==> config.mk <==
export PLATFORM = sky130hd
export DESIGN_NAME = busCycleUnit
export DESIGN_NICKNAME = d
export VERILOG_FILES = /design/src/design/busPkg.sv /design/src/design/busCycleUnit.sv /design/src/design/cycleDecode.sv /design/src/design/pinControl.sv /design/src/design/readCapture.sv /design/src/design/tStateSequencer.sv
export SDC_FILE = /design/constraint.sdc
export NUM_CORES = 1
export LEC_CHECK = 0
export CORE_MARGIN = 4
export CORE_UTILIZATION = 65
export CTS_BUF_LIST = sky130_fd_sc_hd__clkbuf_4
export DETAILED_ROUTE_END_ITERATION = 7
export DONT_BUFFER_PORTS = 1
export PLACE_DENSITY = 0.81
export SLEW_MARGIN = 20
export SYNTH_ARGS = -nofsm -noshare
export SYNTH_HDL_FRONTEND = slang
export SYNTH_SLANG_ARGS = --single-unit
==> constraint.sdc <==
create_clock -name setM1 -period 3.9 [get_ports setM1]
set_clock_uncertainty 0.15 [all_clocks]
set_input_delay 0.78 -clock setM1 [delete_from_list [all_inputs] [get_ports setM1]]
set_output_delay 0.78 -clock setM1 [all_outputs]
set_load 0.05 [all_outputs]
==> src/design/busPkg.sv <==
// ---------------------------------------------------------------------------
// Shared definitions for the bus cycle unit: bus widths, request queue depth,
// bus function codes and the T-state encoding. Every design file and the
// testbench refer to these by scoped names.
// ---------------------------------------------------------------------------
package busPkg;

    localparam int ADDR_WIDTH = 16;          // Address pins
    localparam int DATA_WIDTH = 8;           // Data pins
    localparam int REQ_DEPTH  = 2;           // Queue entries, also starting credits

    // Bus functions requested by the core
    typedef enum logic [2:0] {
        FETCH   = 3'd0,                      // Opcode fetch, M1 cycle
        MREAD   = 3'd1,                      // Memory read
        MWRITE  = 3'd2,                      // Memory write
        IOREAD  = 3'd3,                      // I/O read
        IOWRITE = 3'd4,                      // I/O write
        INTACK  = 3'd5                       // Interrupt acknowledge
    } busFunc;

    // T-states of the sequencer
    typedef enum logic [2:0] {
        IDLE = 3'd0,
        T1   = 3'd1,
        T2   = 3'd2,
        TWA  = 3'd3,                         // Automatic wait state
        TW   = 3'd4,                         // Wait state from the WAIT pin
        T3   = 3'd5,
        T4   = 3'd6,
        HOLD = 3'd7                          // Bus granted to another master
    } tState;

    // Final T-state of each function
    function automatic tState lastState(input busFunc f);
        case (f)
            MREAD, MWRITE, IOREAD, IOWRITE: return T3;
            default:                        return T4;   // FETCH and INTACK
        endcase
    endfunction

endpackage

==> src/design/busCycleUnit.sv <==
// ---------------------------------------------------------------------------
// Bus cycle unit top level. Joins the decode, execute and result stages
// between the core request port and the external bus pins.
// ---------------------------------------------------------------------------
`timescale 1ns/1ps

module busCycleUnit (
    input  logic                            setM1,
    input  logic                            reset,
    // Core side
    input  logic                            reqValid,
    input  busPkg::busFunc                  reqFunc,
    input  logic [busPkg::ADDR_WIDTH-1:0]   reqAddr,
    input  logic [busPkg::DATA_WIDTH-1:0]   reqData,
    output logic                            reqCredit,
    output logic                            rspValid,
    output logic [busPkg::DATA_WIDTH-1:0]   rspData,
    // Bus pins, positive logic
    input  logic                            mwait,
    input  logic                            busrq,
    input  logic [busPkg::DATA_WIDTH-1:0]   dataIn,
    output logic                            m1,
    output logic                            mreq,
    output logic                            iorq,
    output logic                            rd,
    output logic                            wr,
    output logic                            rfsh,
    output logic                            busack,
    output logic [busPkg::ADDR_WIDTH-1:0]   address,
    output logic [busPkg::DATA_WIDTH-1:0]   dataOut,
    output logic                            addrOe,
    output logic                            ctrlOe,
    output logic                            dataOe
);

    logic                            curValid;
    busPkg::busFunc                  curFunc;
    logic [busPkg::ADDR_WIDTH-1:0]   curAddr;
    logic [busPkg::DATA_WIDTH-1:0]   curData;
    logic                            cycleStart;
    busPkg::tState                   state;
    busPkg::busFunc                  func;

    // Decode stage
    cycleDecode decode (
        .setM1, .reset, .reqValid, .reqFunc, .reqAddr, .reqData, .cycleStart,
        .curValid, .curFunc, .curAddr, .curData, .reqCredit
    );

    // Execute stage
    tStateSequencer sequencer (
        .setM1, .reset, .curValid, .curFunc, .mwait, .busrq,
        .state, .func, .cycleStart, .busack
    );

    pinControl pins (
        .setM1, .reset, .state, .func, .busack, .curAddr, .curData,
        .m1, .mreq, .iorq, .rd, .wr, .rfsh, .address, .dataOut,
        .addrOe, .ctrlOe, .dataOe
    );

    // Result stage
    readCapture capture (
        .setM1, .reset, .state, .func, .dataIn, .rspValid, .rspData
    );

endmodule

==> src/design/cycleDecode.sv <==
// ---------------------------------------------------------------------------
// Decode stage. Queues core requests in a small FIFO, stores each function
// as a class descriptor and presents the head entry to the sequencer.
// A credit goes back to the core whenever a cycle takes the head entry.
// ---------------------------------------------------------------------------
`timescale 1ns/1ps

module cycleDecode (
    input  logic                            setM1,
    input  logic                            reset,
    input  logic                            reqValid,    // One clock per request
    input  busPkg::busFunc                  reqFunc,
    input  logic [busPkg::ADDR_WIDTH-1:0]   reqAddr,
    input  logic [busPkg::DATA_WIDTH-1:0]   reqData,
    input  logic                            cycleStart,  // T1 clock of a new cycle
    output logic                            curValid,
    output busPkg::busFunc                  curFunc,
    output logic [busPkg::ADDR_WIDTH-1:0]   curAddr,
    output logic [busPkg::DATA_WIDTH-1:0]   curData,
    output logic                            reqCredit
);

    // Descriptor bits {m1Cycle, ioSpace, writeDir}
    logic [2:0]                      descQ [busPkg::REQ_DEPTH];
    logic [busPkg::ADDR_WIDTH-1:0]   addrQ [busPkg::REQ_DEPTH];
    logic [busPkg::DATA_WIDTH-1:0]   dataQ [busPkg::REQ_DEPTH];
    logic [$clog2(busPkg::REQ_DEPTH)-1:0] wrPtr, rdPtr;
    logic [$clog2(busPkg::REQ_DEPTH):0]   count;
    logic                            pop;
    logic [2:0]                      headDesc;

    // Classify a function into cycle kind, address space and direction
    function automatic logic [2:0] encodeDesc(input busPkg::busFunc f);
        logic m1Cycle;
        logic ioSpace;
        logic writeDir;
        m1Cycle  = (f == busPkg::FETCH) || (f == busPkg::INTACK);
        ioSpace  = (f == busPkg::IOREAD) || (f == busPkg::IOWRITE) || (f == busPkg::INTACK);
        writeDir = (f == busPkg::MWRITE) || (f == busPkg::IOWRITE);
        return {m1Cycle, ioSpace, writeDir};
    endfunction

    assign pop       = cycleStart && (count != '0);
    assign reqCredit = pop;                          // One credit per started cycle
    assign curValid  = (count != '0);
    assign headDesc  = descQ[rdPtr];
    assign curAddr   = addrQ[rdPtr];
    assign curData   = dataQ[rdPtr];

    // Rebuild the function from the head descriptor
    always_comb begin
        case (headDesc)
            3'b100:  curFunc = busPkg::FETCH;
            3'b110:  curFunc = busPkg::INTACK;
            3'b001:  curFunc = busPkg::MWRITE;
            3'b010:  curFunc = busPkg::IOREAD;
            3'b011:  curFunc = busPkg::IOWRITE;
            default: curFunc = busPkg::MREAD;
        endcase
    end

    // Queue storage
    always_ff @(posedge setM1) begin
        if (reqValid) begin
            descQ[wrPtr] <= encodeDesc(reqFunc);
            addrQ[wrPtr] <= reqAddr;
            dataQ[wrPtr] <= reqData;
        end
    end

    // Pointers and occupancy, credits keep the queue from overflowing
    always_ff @(posedge setM1) begin
        if (reset) begin
            wrPtr <= '0;
            rdPtr <= '0;
            count <= '0;
        end else begin
            if (reqValid) wrPtr <= wrPtr + 1'b1;
            if (pop)      rdPtr <= rdPtr + 1'b1;
            count <= count + reqValid - pop;
        end
    end

endmodule

==> src/design/pinControl.sv <==
// ---------------------------------------------------------------------------
// Execute stage pin driver. Registers the bus control pins from the next
// T-state so they change together with the sequencer state, latches address
// and write data at T1 and keeps the 7-bit refresh counter.
// ---------------------------------------------------------------------------
`timescale 1ns/1ps

module pinControl (
    input  logic                            setM1,
    input  logic                            reset,
    input  busPkg::tState                   state,    // Next T-state
    input  busPkg::busFunc                  func,     // Next function
    input  logic                            busack,
    input  logic [busPkg::ADDR_WIDTH-1:0]   curAddr,
    input  logic [busPkg::DATA_WIDTH-1:0]   curData,
    output logic                            m1,
    output logic                            mreq,
    output logic                            iorq,
    output logic                            rd,
    output logic                            wr,
    output logic                            rfsh,
    output logic [busPkg::ADDR_WIDTH-1:0]   address,
    output logic [busPkg::DATA_WIDTH-1:0]   dataOut,
    output logic                            addrOe,
    output logic                            ctrlOe,
    output logic                            dataOe
);

    logic [6:0] refreshCnt;
    logic       refreshDone;                  // High in the final T4 of FETCH or INTACK
    logic       isFetch, isIntack, isMem, isIo, isWrite;

    assign isFetch  = (func == busPkg::FETCH);
    assign isIntack = (func == busPkg::INTACK);
    assign isMem    = (func == busPkg::MREAD) || (func == busPkg::MWRITE);
    assign isIo     = (func == busPkg::IOREAD) || (func == busPkg::IOWRITE);
    assign isWrite  = (func == busPkg::MWRITE) || (func == busPkg::IOWRITE);

    // Pads go quiet while another master owns the bus
    assign addrOe = !busack;
    assign ctrlOe = !busack;

    // ------------------------------------------------------------------------
    // Control pins
    // ------------------------------------------------------------------------
    always_ff @(posedge setM1) begin
        if (reset) begin
            m1          <= 1'b0;
            mreq        <= 1'b0;
            iorq        <= 1'b0;
            rd          <= 1'b0;
            wr          <= 1'b0;
            rfsh        <= 1'b0;
            dataOe      <= 1'b0;
            refreshDone <= 1'b0;
            refreshCnt  <= '0;
        end else begin
            m1   <= (isFetch || isIntack) && (state inside {busPkg::T1, busPkg::T2});
            mreq <= (isMem && (state inside {busPkg::T1, busPkg::T2, busPkg::TW, busPkg::T3}))
                 || (isFetch && (state inside {busPkg::T1, busPkg::T2, busPkg::TW,
                                               busPkg::T3, busPkg::T4}))
                 || (isIntack && (state inside {busPkg::T1, busPkg::T2}));
            iorq <= (isIo && (state inside {busPkg::T2, busPkg::TWA, busPkg::TW, busPkg::T3}))
                 || (isIntack && (state inside {busPkg::TWA, busPkg::TW}));
            rd   <= (isFetch && (state inside {busPkg::T1, busPkg::T2, busPkg::TW}))
                 || ((func == busPkg::MREAD)
                     && (state inside {busPkg::T1, busPkg::T2, busPkg::TW, busPkg::T3}))
                 || ((func == busPkg::IOREAD)
                     && (state inside {busPkg::T2, busPkg::TWA, busPkg::TW, busPkg::T3}));
            wr   <= isWrite && (state inside {busPkg::T2, busPkg::TWA, busPkg::TW, busPkg::T3});
            rfsh <= isFetch && (state inside {busPkg::T3, busPkg::T4});
            // Write data driven for the whole write cycle
            dataOe <= isWrite && (state inside {busPkg::T1, busPkg::T2, busPkg::TWA,
                                                busPkg::TW, busPkg::T3});
            refreshDone <= (state == busPkg::T4) && (isFetch || isIntack);
            if (refreshDone) refreshCnt <= refreshCnt + 7'd1;   // Once per M1 cycle
        end
    end

    // Address and write data latches
    always_ff @(posedge setM1) begin
        if (state == busPkg::T1) begin
            address <= curAddr;
            dataOut <= curData;
        end else if (state == busPkg::T3 && isFetch) begin
            address <= {{(busPkg::ADDR_WIDTH-7){1'b0}}, refreshCnt};   // Refresh address
        end
    end

endmodule

==> src/design/readCapture.sv <==
// ---------------------------------------------------------------------------
// Result stage. Finds the last clock before the read strobe falls, samples
// the data pins at its closing edge and returns one response per read cycle.
// ---------------------------------------------------------------------------
`timescale 1ns/1ps

module readCapture (
    input  logic                            setM1,
    input  logic                            reset,
    input  busPkg::tState                   state,    // Next T-state
    input  busPkg::busFunc                  func,     // Next function
    input  logic [busPkg::DATA_WIDTH-1:0]   dataIn,
    output logic                            rspValid,
    output logic [busPkg::DATA_WIDTH-1:0]   rspData
);

    busPkg::tState  stateQ;                   // Current T-state
    busPkg::busFunc funcQ;                    // Current function
    logic           sampleNow;

    // FETCH ends its strobe before T3, INTACK before T4
    assign sampleNow = ((funcQ == busPkg::FETCH) && (state == busPkg::T3))
                    || (((funcQ == busPkg::MREAD) || (funcQ == busPkg::IOREAD))
                        && (stateQ == busPkg::T3))
                    || ((funcQ == busPkg::INTACK) && (state == busPkg::T4));

    always_ff @(posedge setM1) begin
        if (reset) begin
            stateQ   <= busPkg::IDLE;
            funcQ    <= busPkg::FETCH;
            rspValid <= 1'b0;
        end else begin
            stateQ   <= state;
            funcQ    <= func;
            rspValid <= sampleNow;
        end
    end

    always_ff @(posedge setM1) begin
        if (sampleNow) rspData <= dataIn;     // Data pins at the sampling edge
    end

endmodule

==> src/design/tStateSequencer.sv <==
// ---------------------------------------------------------------------------
// Execute stage sequencer. Steps each bus cycle through its T-states, adds
// the automatic wait states of I/O and interrupt cycles, stretches cycles
// while WAIT is high and grants the bus on BUSRQ at cycle boundaries.
// The state and function outputs are the values loaded at the next edge.
// ---------------------------------------------------------------------------
`timescale 1ns/1ps

module tStateSequencer (
    input  logic            setM1,
    input  logic            reset,
    input  logic            curValid,     // Queue holds a request
    input  busPkg::busFunc  curFunc,
    input  logic            mwait,        // WAIT pin, high means not ready
    input  logic            busrq,        // BUSRQ pin
    output busPkg::tState   state,        // Next T-state
    output busPkg::busFunc  func,         // Function of the next T-state
    output logic            cycleStart,   // High in T1
    output logic            busack
);

    busPkg::tState   stateQ;
    busPkg::busFunc  funcQ;
    logic            prevTwa;             // Last clock was a TWA
    logic            autoWait;            // Function has automatic wait states
    busPkg::tState   boundaryNext;        // Choice at a cycle boundary
    busPkg::tState   afterWait;           // State that follows the wait window

    assign autoWait = (funcQ == busPkg::IOREAD) || (funcQ == busPkg::IOWRITE) ||
                      (funcQ == busPkg::INTACK);
    assign afterWait = (funcQ == busPkg::INTACK) ? busPkg::T4 : busPkg::T3;

    // BUSRQ wins over a queued request
    always_comb begin
        if (busrq)         boundaryNext = busPkg::HOLD;
        else if (curValid) boundaryNext = busPkg::T1;
        else               boundaryNext = busPkg::IDLE;
    end

    // ------------------------------------------------------------------------
    // Next state
    // ------------------------------------------------------------------------
    always_comb begin
        case (stateQ)
            busPkg::T1: state = busPkg::T2;
            busPkg::T2: begin
                if (autoWait)   state = busPkg::TWA;
                else if (mwait) state = busPkg::TW;    // Memory cycles sample WAIT here
                else            state = busPkg::T3;
            end
            busPkg::TWA: begin
                if (funcQ == busPkg::INTACK && !prevTwa) state = busPkg::TWA;
                else if (mwait)                          state = busPkg::TW;
                else                                     state = afterWait;
            end
            busPkg::TW:   state = mwait ? busPkg::TW : afterWait;
            busPkg::T3: begin
                if (busPkg::lastState(funcQ) == busPkg::T3) state = boundaryNext;
                else                                         state = busPkg::T4;
            end
            busPkg::T4:   state = boundaryNext;
            busPkg::HOLD: state = busrq ? busPkg::HOLD : busPkg::IDLE;
            default:      state = boundaryNext;                // IDLE
        endcase
    end

    // Function is taken from the queue head when a cycle starts
    assign func = (state == busPkg::T1) ? curFunc : funcQ;

    always_ff @(posedge setM1) begin
        if (reset) begin
            stateQ     <= busPkg::IDLE;
            funcQ      <= busPkg::FETCH;
            prevTwa    <= 1'b0;
            cycleStart <= 1'b0;
            busack     <= 1'b0;
        end else begin
            stateQ     <= state;
            funcQ      <= func;
            prevTwa    <= (stateQ == busPkg::TWA);
            cycleStart <= (state == busPkg::T1);      // Pops the queue at end of T1
            busack     <= (state == busPkg::HOLD);
        end
    end

endmodule

==> impl_metrics.prom <==
# TYPE chip_impl_metric gauge
chip_impl_metric{name="leakagePower",unit="nW"} 1.75
chip_impl_info{name="worst_path_most_repeated_cell",value="sky130_fd_sc_hd__nor2_1"} 1
chip_impl_metric{name="p_comb_frac",unit=""} 0.270
chip_impl_metric{name="numCtsBuffers",unit=""} 17
chip_impl_info{name="post-synth-top-area-cell",value="sky130_fd_sc_hd__edfxtp_1"} 1
chip_impl_metric{name="final.setup.worst_slack",unit="ns"} 0.785
chip_impl_metric{name="vias",unit=""} 2833
chip_impl_info{name="unrepaired_setup_endpoints_after_global_routing",value="false"} 1
chip_impl_metric{name="io_buffer_count",unit=""} 0
chip_impl_metric{name="drt-wirelength-per-cell",unit="um"} 18.3
chip_impl_metric{name="design_power_total",unit="W"} 0.00473
chip_impl_metric{name="xor_xnor_share_of_the_synthesized_area",unit=""} 0.0255
chip_impl_metric{name="io-pin-count",unit=""} 84
chip_impl_metric{name="cts_sinks",unit=""} 116
chip_impl_info{name="synth_top_cells_by_count",value="sky130_fd_sc_hd__edfxtp_1, sky130_fd_sc_hd__nor2_1, sky130_fd_sc_hd__dfxtp_1"} 1
chip_impl_metric{name="post_synth.cell_area_avg",unit="um2"} 13.0
chip_impl_metric{name="clockBufferDepth",unit=""} 2
chip_impl_metric{name="drc",unit=""} 0
chip_impl_info{name="timing.hold.worst.class",value="in2reg"} 1
chip_impl_metric{name="post-route-cell-area",unit="um2"} 5160
chip_impl_metric{name="clockPowerShare",unit=""} 0.183
chip_impl_info{name="root_buf_cell",value="sky130_fd_sc_hd__clkbuf_4"} 1
chip_impl_metric{name="synthSimpleGateAreaFrac",unit=""} 0.119
chip_impl_info{name="startpoint",value="sequencer.funcQ[2]$_SDFF_PP0_"} 1
chip_impl_metric{name="count_of_unique_library_cells_instantiated_by_yosys",unit=""} 63
chip_impl_metric{name="n_fill_cell",unit=""} 484
chip_impl_metric{name="antenna_cells",unit=""} 0
chip_impl_metric{name="relative_area_change_from_synthesis_to_final_layout",unit="%"} 7.36
chip_impl_info{name="worst_path_dominant_cell_family",value="simple AND/OR/NAND/NOR gates"} 1
chip_impl_metric{name="finalCritPeriodShare",unit=""} 0.799
chip_impl_info{name="main_combinational_cell_family_by_area_after_synthesis",value="simple AND/OR/NAND/NOR gates"} 1
chip_impl_metric{name="grt_pass1_vias",unit=""} 2781
chip_impl_metric{name="final_layout_size_suffix_gt1_frac",unit=""} 0.155
chip_impl_metric{name="finalWeightedCongestion",unit=""} 0.885
chip_impl_metric{name="ys_seq_elements",unit=""} 116
chip_impl_metric{name="synth_cells",unit=""} 369
chip_impl_metric{name="switching_power",unit="W"} 0.00216
chip_impl_metric{name="rows",unit=""} 31
chip_impl_metric{name="grt_first_pass_wirelength",unit="mm"} 13.8
chip_impl_info{name="setup.worst_path.start_class",value="flip-flop"} 1
chip_impl_metric{name="delay_of_the_slowest_cell_on_the_worst_path",unit="ns"} 0.53
chip_impl_metric{name="detailed_place.area",unit="um2"} 4880
chip_impl_info{name="synth.most_common_cell",value="sky130_fd_sc_hd__edfxtp_1"} 1
chip_impl_metric{name="path_depth",unit=""} 9
chip_impl_info{name="critical_path.endpoint_type",value="flip-flop"} 1
chip_impl_metric{name="nNetsFinal",unit=""} 416
chip_impl_info{name="run_status",value="finished clean"} 1
chip_impl_metric{name="internal-power",unit="W"} 0.00257
chip_impl_metric{name="clock_tree.htree_level_count",unit=""} 4
chip_impl_metric{name="hpwl_reported_at_the_end_of_detailed_placement",unit="mm"} 5.77
chip_impl_metric{name="muxShareOfSynthArea",unit=""} 0.0677
chip_impl_metric{name="dpl.cell_count",unit=""} 453
chip_impl_info{name="cp_cell_sequence",value="nand3b_1 > nor2_1 > nor2_1 > nor4_2 > buf_4 > nand3_4 > mux2_4 > and2b_1 > o2bb2ai_1"} 1
chip_impl_metric{name="cts.repair_timing.setup_buffer_count",unit=""} 0
chip_impl_metric{name="synth-seq-area-share",unit=""} 0.662
chip_impl_metric{name="tightest_slew",unit="ns"} 0.823
chip_impl_metric{name="post_synth_instance_area",unit="um2"} 4810
chip_impl_metric{name="grt-ovfl-total",unit=""} 0
chip_impl_info{name="synth.area.top_cells",value="sky130_fd_sc_hd__edfxtp_1, sky130_fd_sc_hd__dfxtp_1, sky130_fd_sc_hd__mux2i_1"} 1
chip_impl_metric{name="cts_resized",unit=""} 0
chip_impl_info{name="holdCritStartpoint",value="reset"} 1
chip_impl_metric{name="worst-endpoint-arrival",unit="ns"} 3.35
chip_impl_info{name="tritoncts",value="yes"} 1
chip_impl_metric{name="irDropWorstVdd",unit="mV"} 0.425
chip_impl_metric{name="edff_count_synth",unit=""} 86
chip_impl_metric{name="power_per_cell_area",unit="nW/um2"} 916
chip_impl_metric{name="critPathRequiredTime",unit="ns"} 4.13
chip_impl_metric{name="finalHoldViolations",unit=""} 0
chip_impl_metric{name="start_util",unit=""} 0.666
chip_impl_metric{name="sequentialPowerShare",unit=""} 0.547
chip_impl_info{name="critical_path.slowest_cell",value="sky130_fd_sc_hd__dfxtp_1"} 1
chip_impl_metric{name="maxSlewViolCount",unit=""} 0
chip_impl_metric{name="hold_path_depth",unit=""} 1
chip_impl_metric{name="pre_cts_slack",unit="ns"} 0.877
chip_impl_metric{name="worstRegToRegCells",unit=""} 9
chip_impl_metric{name="setup_tns",unit="ns"} 0
chip_impl_metric{name="vias_per_cell",unit=""} 5.84
chip_impl_metric{name="report.final.setup_viol",unit=""} 0
chip_impl_metric{name="sw_frac_of_total",unit=""} 0.457
chip_impl_metric{name="fraction_of_the_mapped_netlist_area_in_compound_gates",unit=""} 0.0882
chip_impl_metric{name="ctsHoldBuffers",unit=""} 0
chip_impl_info{name="type_of_the_setup_path_with_the_least_slack",value="reg2reg"} 1
chip_impl_metric{name="routed_wl",unit="mm"} 8.86
chip_impl_metric{name="critical_path.n_buffers_inverters",unit=""} 1
chip_impl_metric{name="fp.dieH",unit="um"} 94.0
chip_impl_metric{name="relSlewSlack",unit=""} 0.451
chip_impl_metric{name="synthesis.yosys.warnings",unit=""} 0
chip_impl_metric{name="core",unit="um2"} 7210
chip_impl_metric{name="clkTransAtPathRegs",unit="ns"} 0.11
chip_impl_metric{name="grt_util_all_layers",unit=""} 0.209
chip_impl_info{name="synth_flop_cell",value="sky130_fd_sc_hd__edfxtp_1"} 1
chip_impl_metric{name="pin_count_of_the_biggest_net_entering_global_routing",unit=""} 36
chip_impl_metric{name="ant_nets",unit=""} 0
chip_impl_metric{name="crit_fanout",unit=""} 35
chip_impl_metric{name="drt_first_iter_violations",unit=""} 148
chip_impl_metric{name="antenna_found_initial",unit=""} 0
chip_impl_metric{name="first_pass_iters",unit=""} 5
chip_impl_metric{name="post-synth-top-area-fraction",unit=""} 0.537
chip_impl_metric{name="mappedNetlistNets",unit=""} 412
chip_impl_metric{name="final_cells",unit=""} 485
chip_impl_metric{name="synthArstFlopShare",unit=""} 0
chip_impl_metric{name="clock.fmax",unit="MHz"} 321
chip_impl_metric{name="maximum_capacitance_violations",unit=""} 0
chip_impl_metric{name="post-route-min-period",unit="ns"} 3.12
chip_impl_metric{name="die_w",unit="um"} 94.0
chip_impl_metric{name="insertion_delay_of_the_later_clocked_pin_in_the_worst_skew_pair",unit="ns"} 0.50
chip_impl_metric{name="post_synth_fa_ha_maj_area_fraction",unit=""} 0.00781
chip_impl_info{name="rr_startpoint",value="sequencer.funcQ[2]$_SDFF_PP0_"} 1
chip_impl_metric{name="fp.dieArea",unit="um2"} 8840
==> power by group through the flow <==
stage,clock (W),combinational [W],sequential (W)
5_1_grt,0.000940,0.00140,0.00262
2_1_floorplan,0,0.00111,0.00249
3_3_place_gp,0,0.00123,0.00261
6_report,0.000865,0.00128,0.00258
4_1_cts,0.000888,0.00128,0.00259
3_5_place_dp,0,0.00126,0.00262
==> logic make-up (layout without fill, tap and decap cells) <==
logic type	count (synthesis)	in the layout
compound gates	63	63
xor+xnor	14	14
buf+inv	30	47
fa+ha+maj	3	3
simple gates	112	112
mux	31	31
flops	116	116
==> area by class of cell <==
| cell class | instances | area (um2) | area share |
|---|---|---|---|
| sequential | 116 | 3180 | 0.617 |
| multi-input combinational | 223 | 1490 | 0.289 |
| clock buffer | 18 | 135 | 0.0262 |
| inverter | 10 | 37.5 | 0.00727 |
| tap | 99 | 124 | 0.0240 |
| timing repair buffer | 5 | 37.5 | 0.00727 |
| clock inverter | 14 | 151 | 0.0293 |
==> worst paths after layout <==
check	end	slack, ns
min reg2reg	pins.refreshCnt[6]$_SDFFE_PP0P_	0.35
max reg2reg	pins.rd$_SDFF_PP0_	0.78
min	decode.count[0]$_SDFF_PP0_	0.19
max	pins.rd$_SDFF_PP0_	0.78
==> cells in the final DEF, fill, tap and decap left out, types with 5 or more instances in the layout <==
cell | Yosys | routed
sky130_fd_sc_hd__mux2i_1 | 22 | 22
sky130_fd_sc_hd__nand3_1 | 8 | 8
sky130_fd_sc_hd__mux2_2 | 8 | 8
sky130_fd_sc_hd__edfxtp_1 | 86 | 86
sky130_fd_sc_hd__nor2_1 | 35 | 35
sky130_fd_sc_hd__a21oi_1 | 13 | 12
sky130_fd_sc_hd__nor2b_1 | 6 | 5
sky130_fd_sc_hd__dfxtp_1 | 30 | 30
sky130_fd_sc_hd__nor3_1 | 6 | 6
sky130_fd_sc_hd__o21ai_0 | 9 | 9
sky130_fd_sc_hd__nand2_1 | 27 | 27
sky130_fd_sc_hd__inv_1 | 8 | 8
sky130_fd_sc_hd__clkbuf_4 | 0 | 18
sky130_fd_sc_hd__o21ai_1 | 9 | 9
sky130_fd_sc_hd__xnor2_1 | 6 | 6
sky130_fd_sc_hd__nand2b_1 | 5 | 5
sky130_fd_sc_hd__buf_4 | 3 | 5
sky130_fd_sc_hd__xor2_1 | 8 | 8
==> registers in the layout, indices dropped and copies added (netlist names), 2 cells and up, named ones only <==
name,flops
decode.descQ,6
pins.dataOut,8
sequencer.funcQ,3
pins.refreshCnt,7
decode.addrQ,32
capture.rspData,8
decode.count,2
sequencer.stateQ,3
pins.address,16
decode.dataQ,16
==> stage by stage <==
step | hold slack (ns) | utilization
after floorplan | 0.308 | -
after global placement | 0.318 | 0.675
after detailed placement | 0.333 | 0.676
after CTS | 0.130 | 0.716
after global routing | 0.136 | 0.716
final | 0.190 | 0.716
==> per-layer routing <==
metal,wire length [um],vias to the layer above,global-route usage,part of all wire
met1,3430,1359,0.248,0.39
met5,0,-,0,0
met4,36,0,0.0674,0.0041
met2,4620,100,0.345,0.52
met3,770,2,0.0881,0.087
li1,-,1372,-,-
Note: power is estimated with default switching activity, not from simulation.
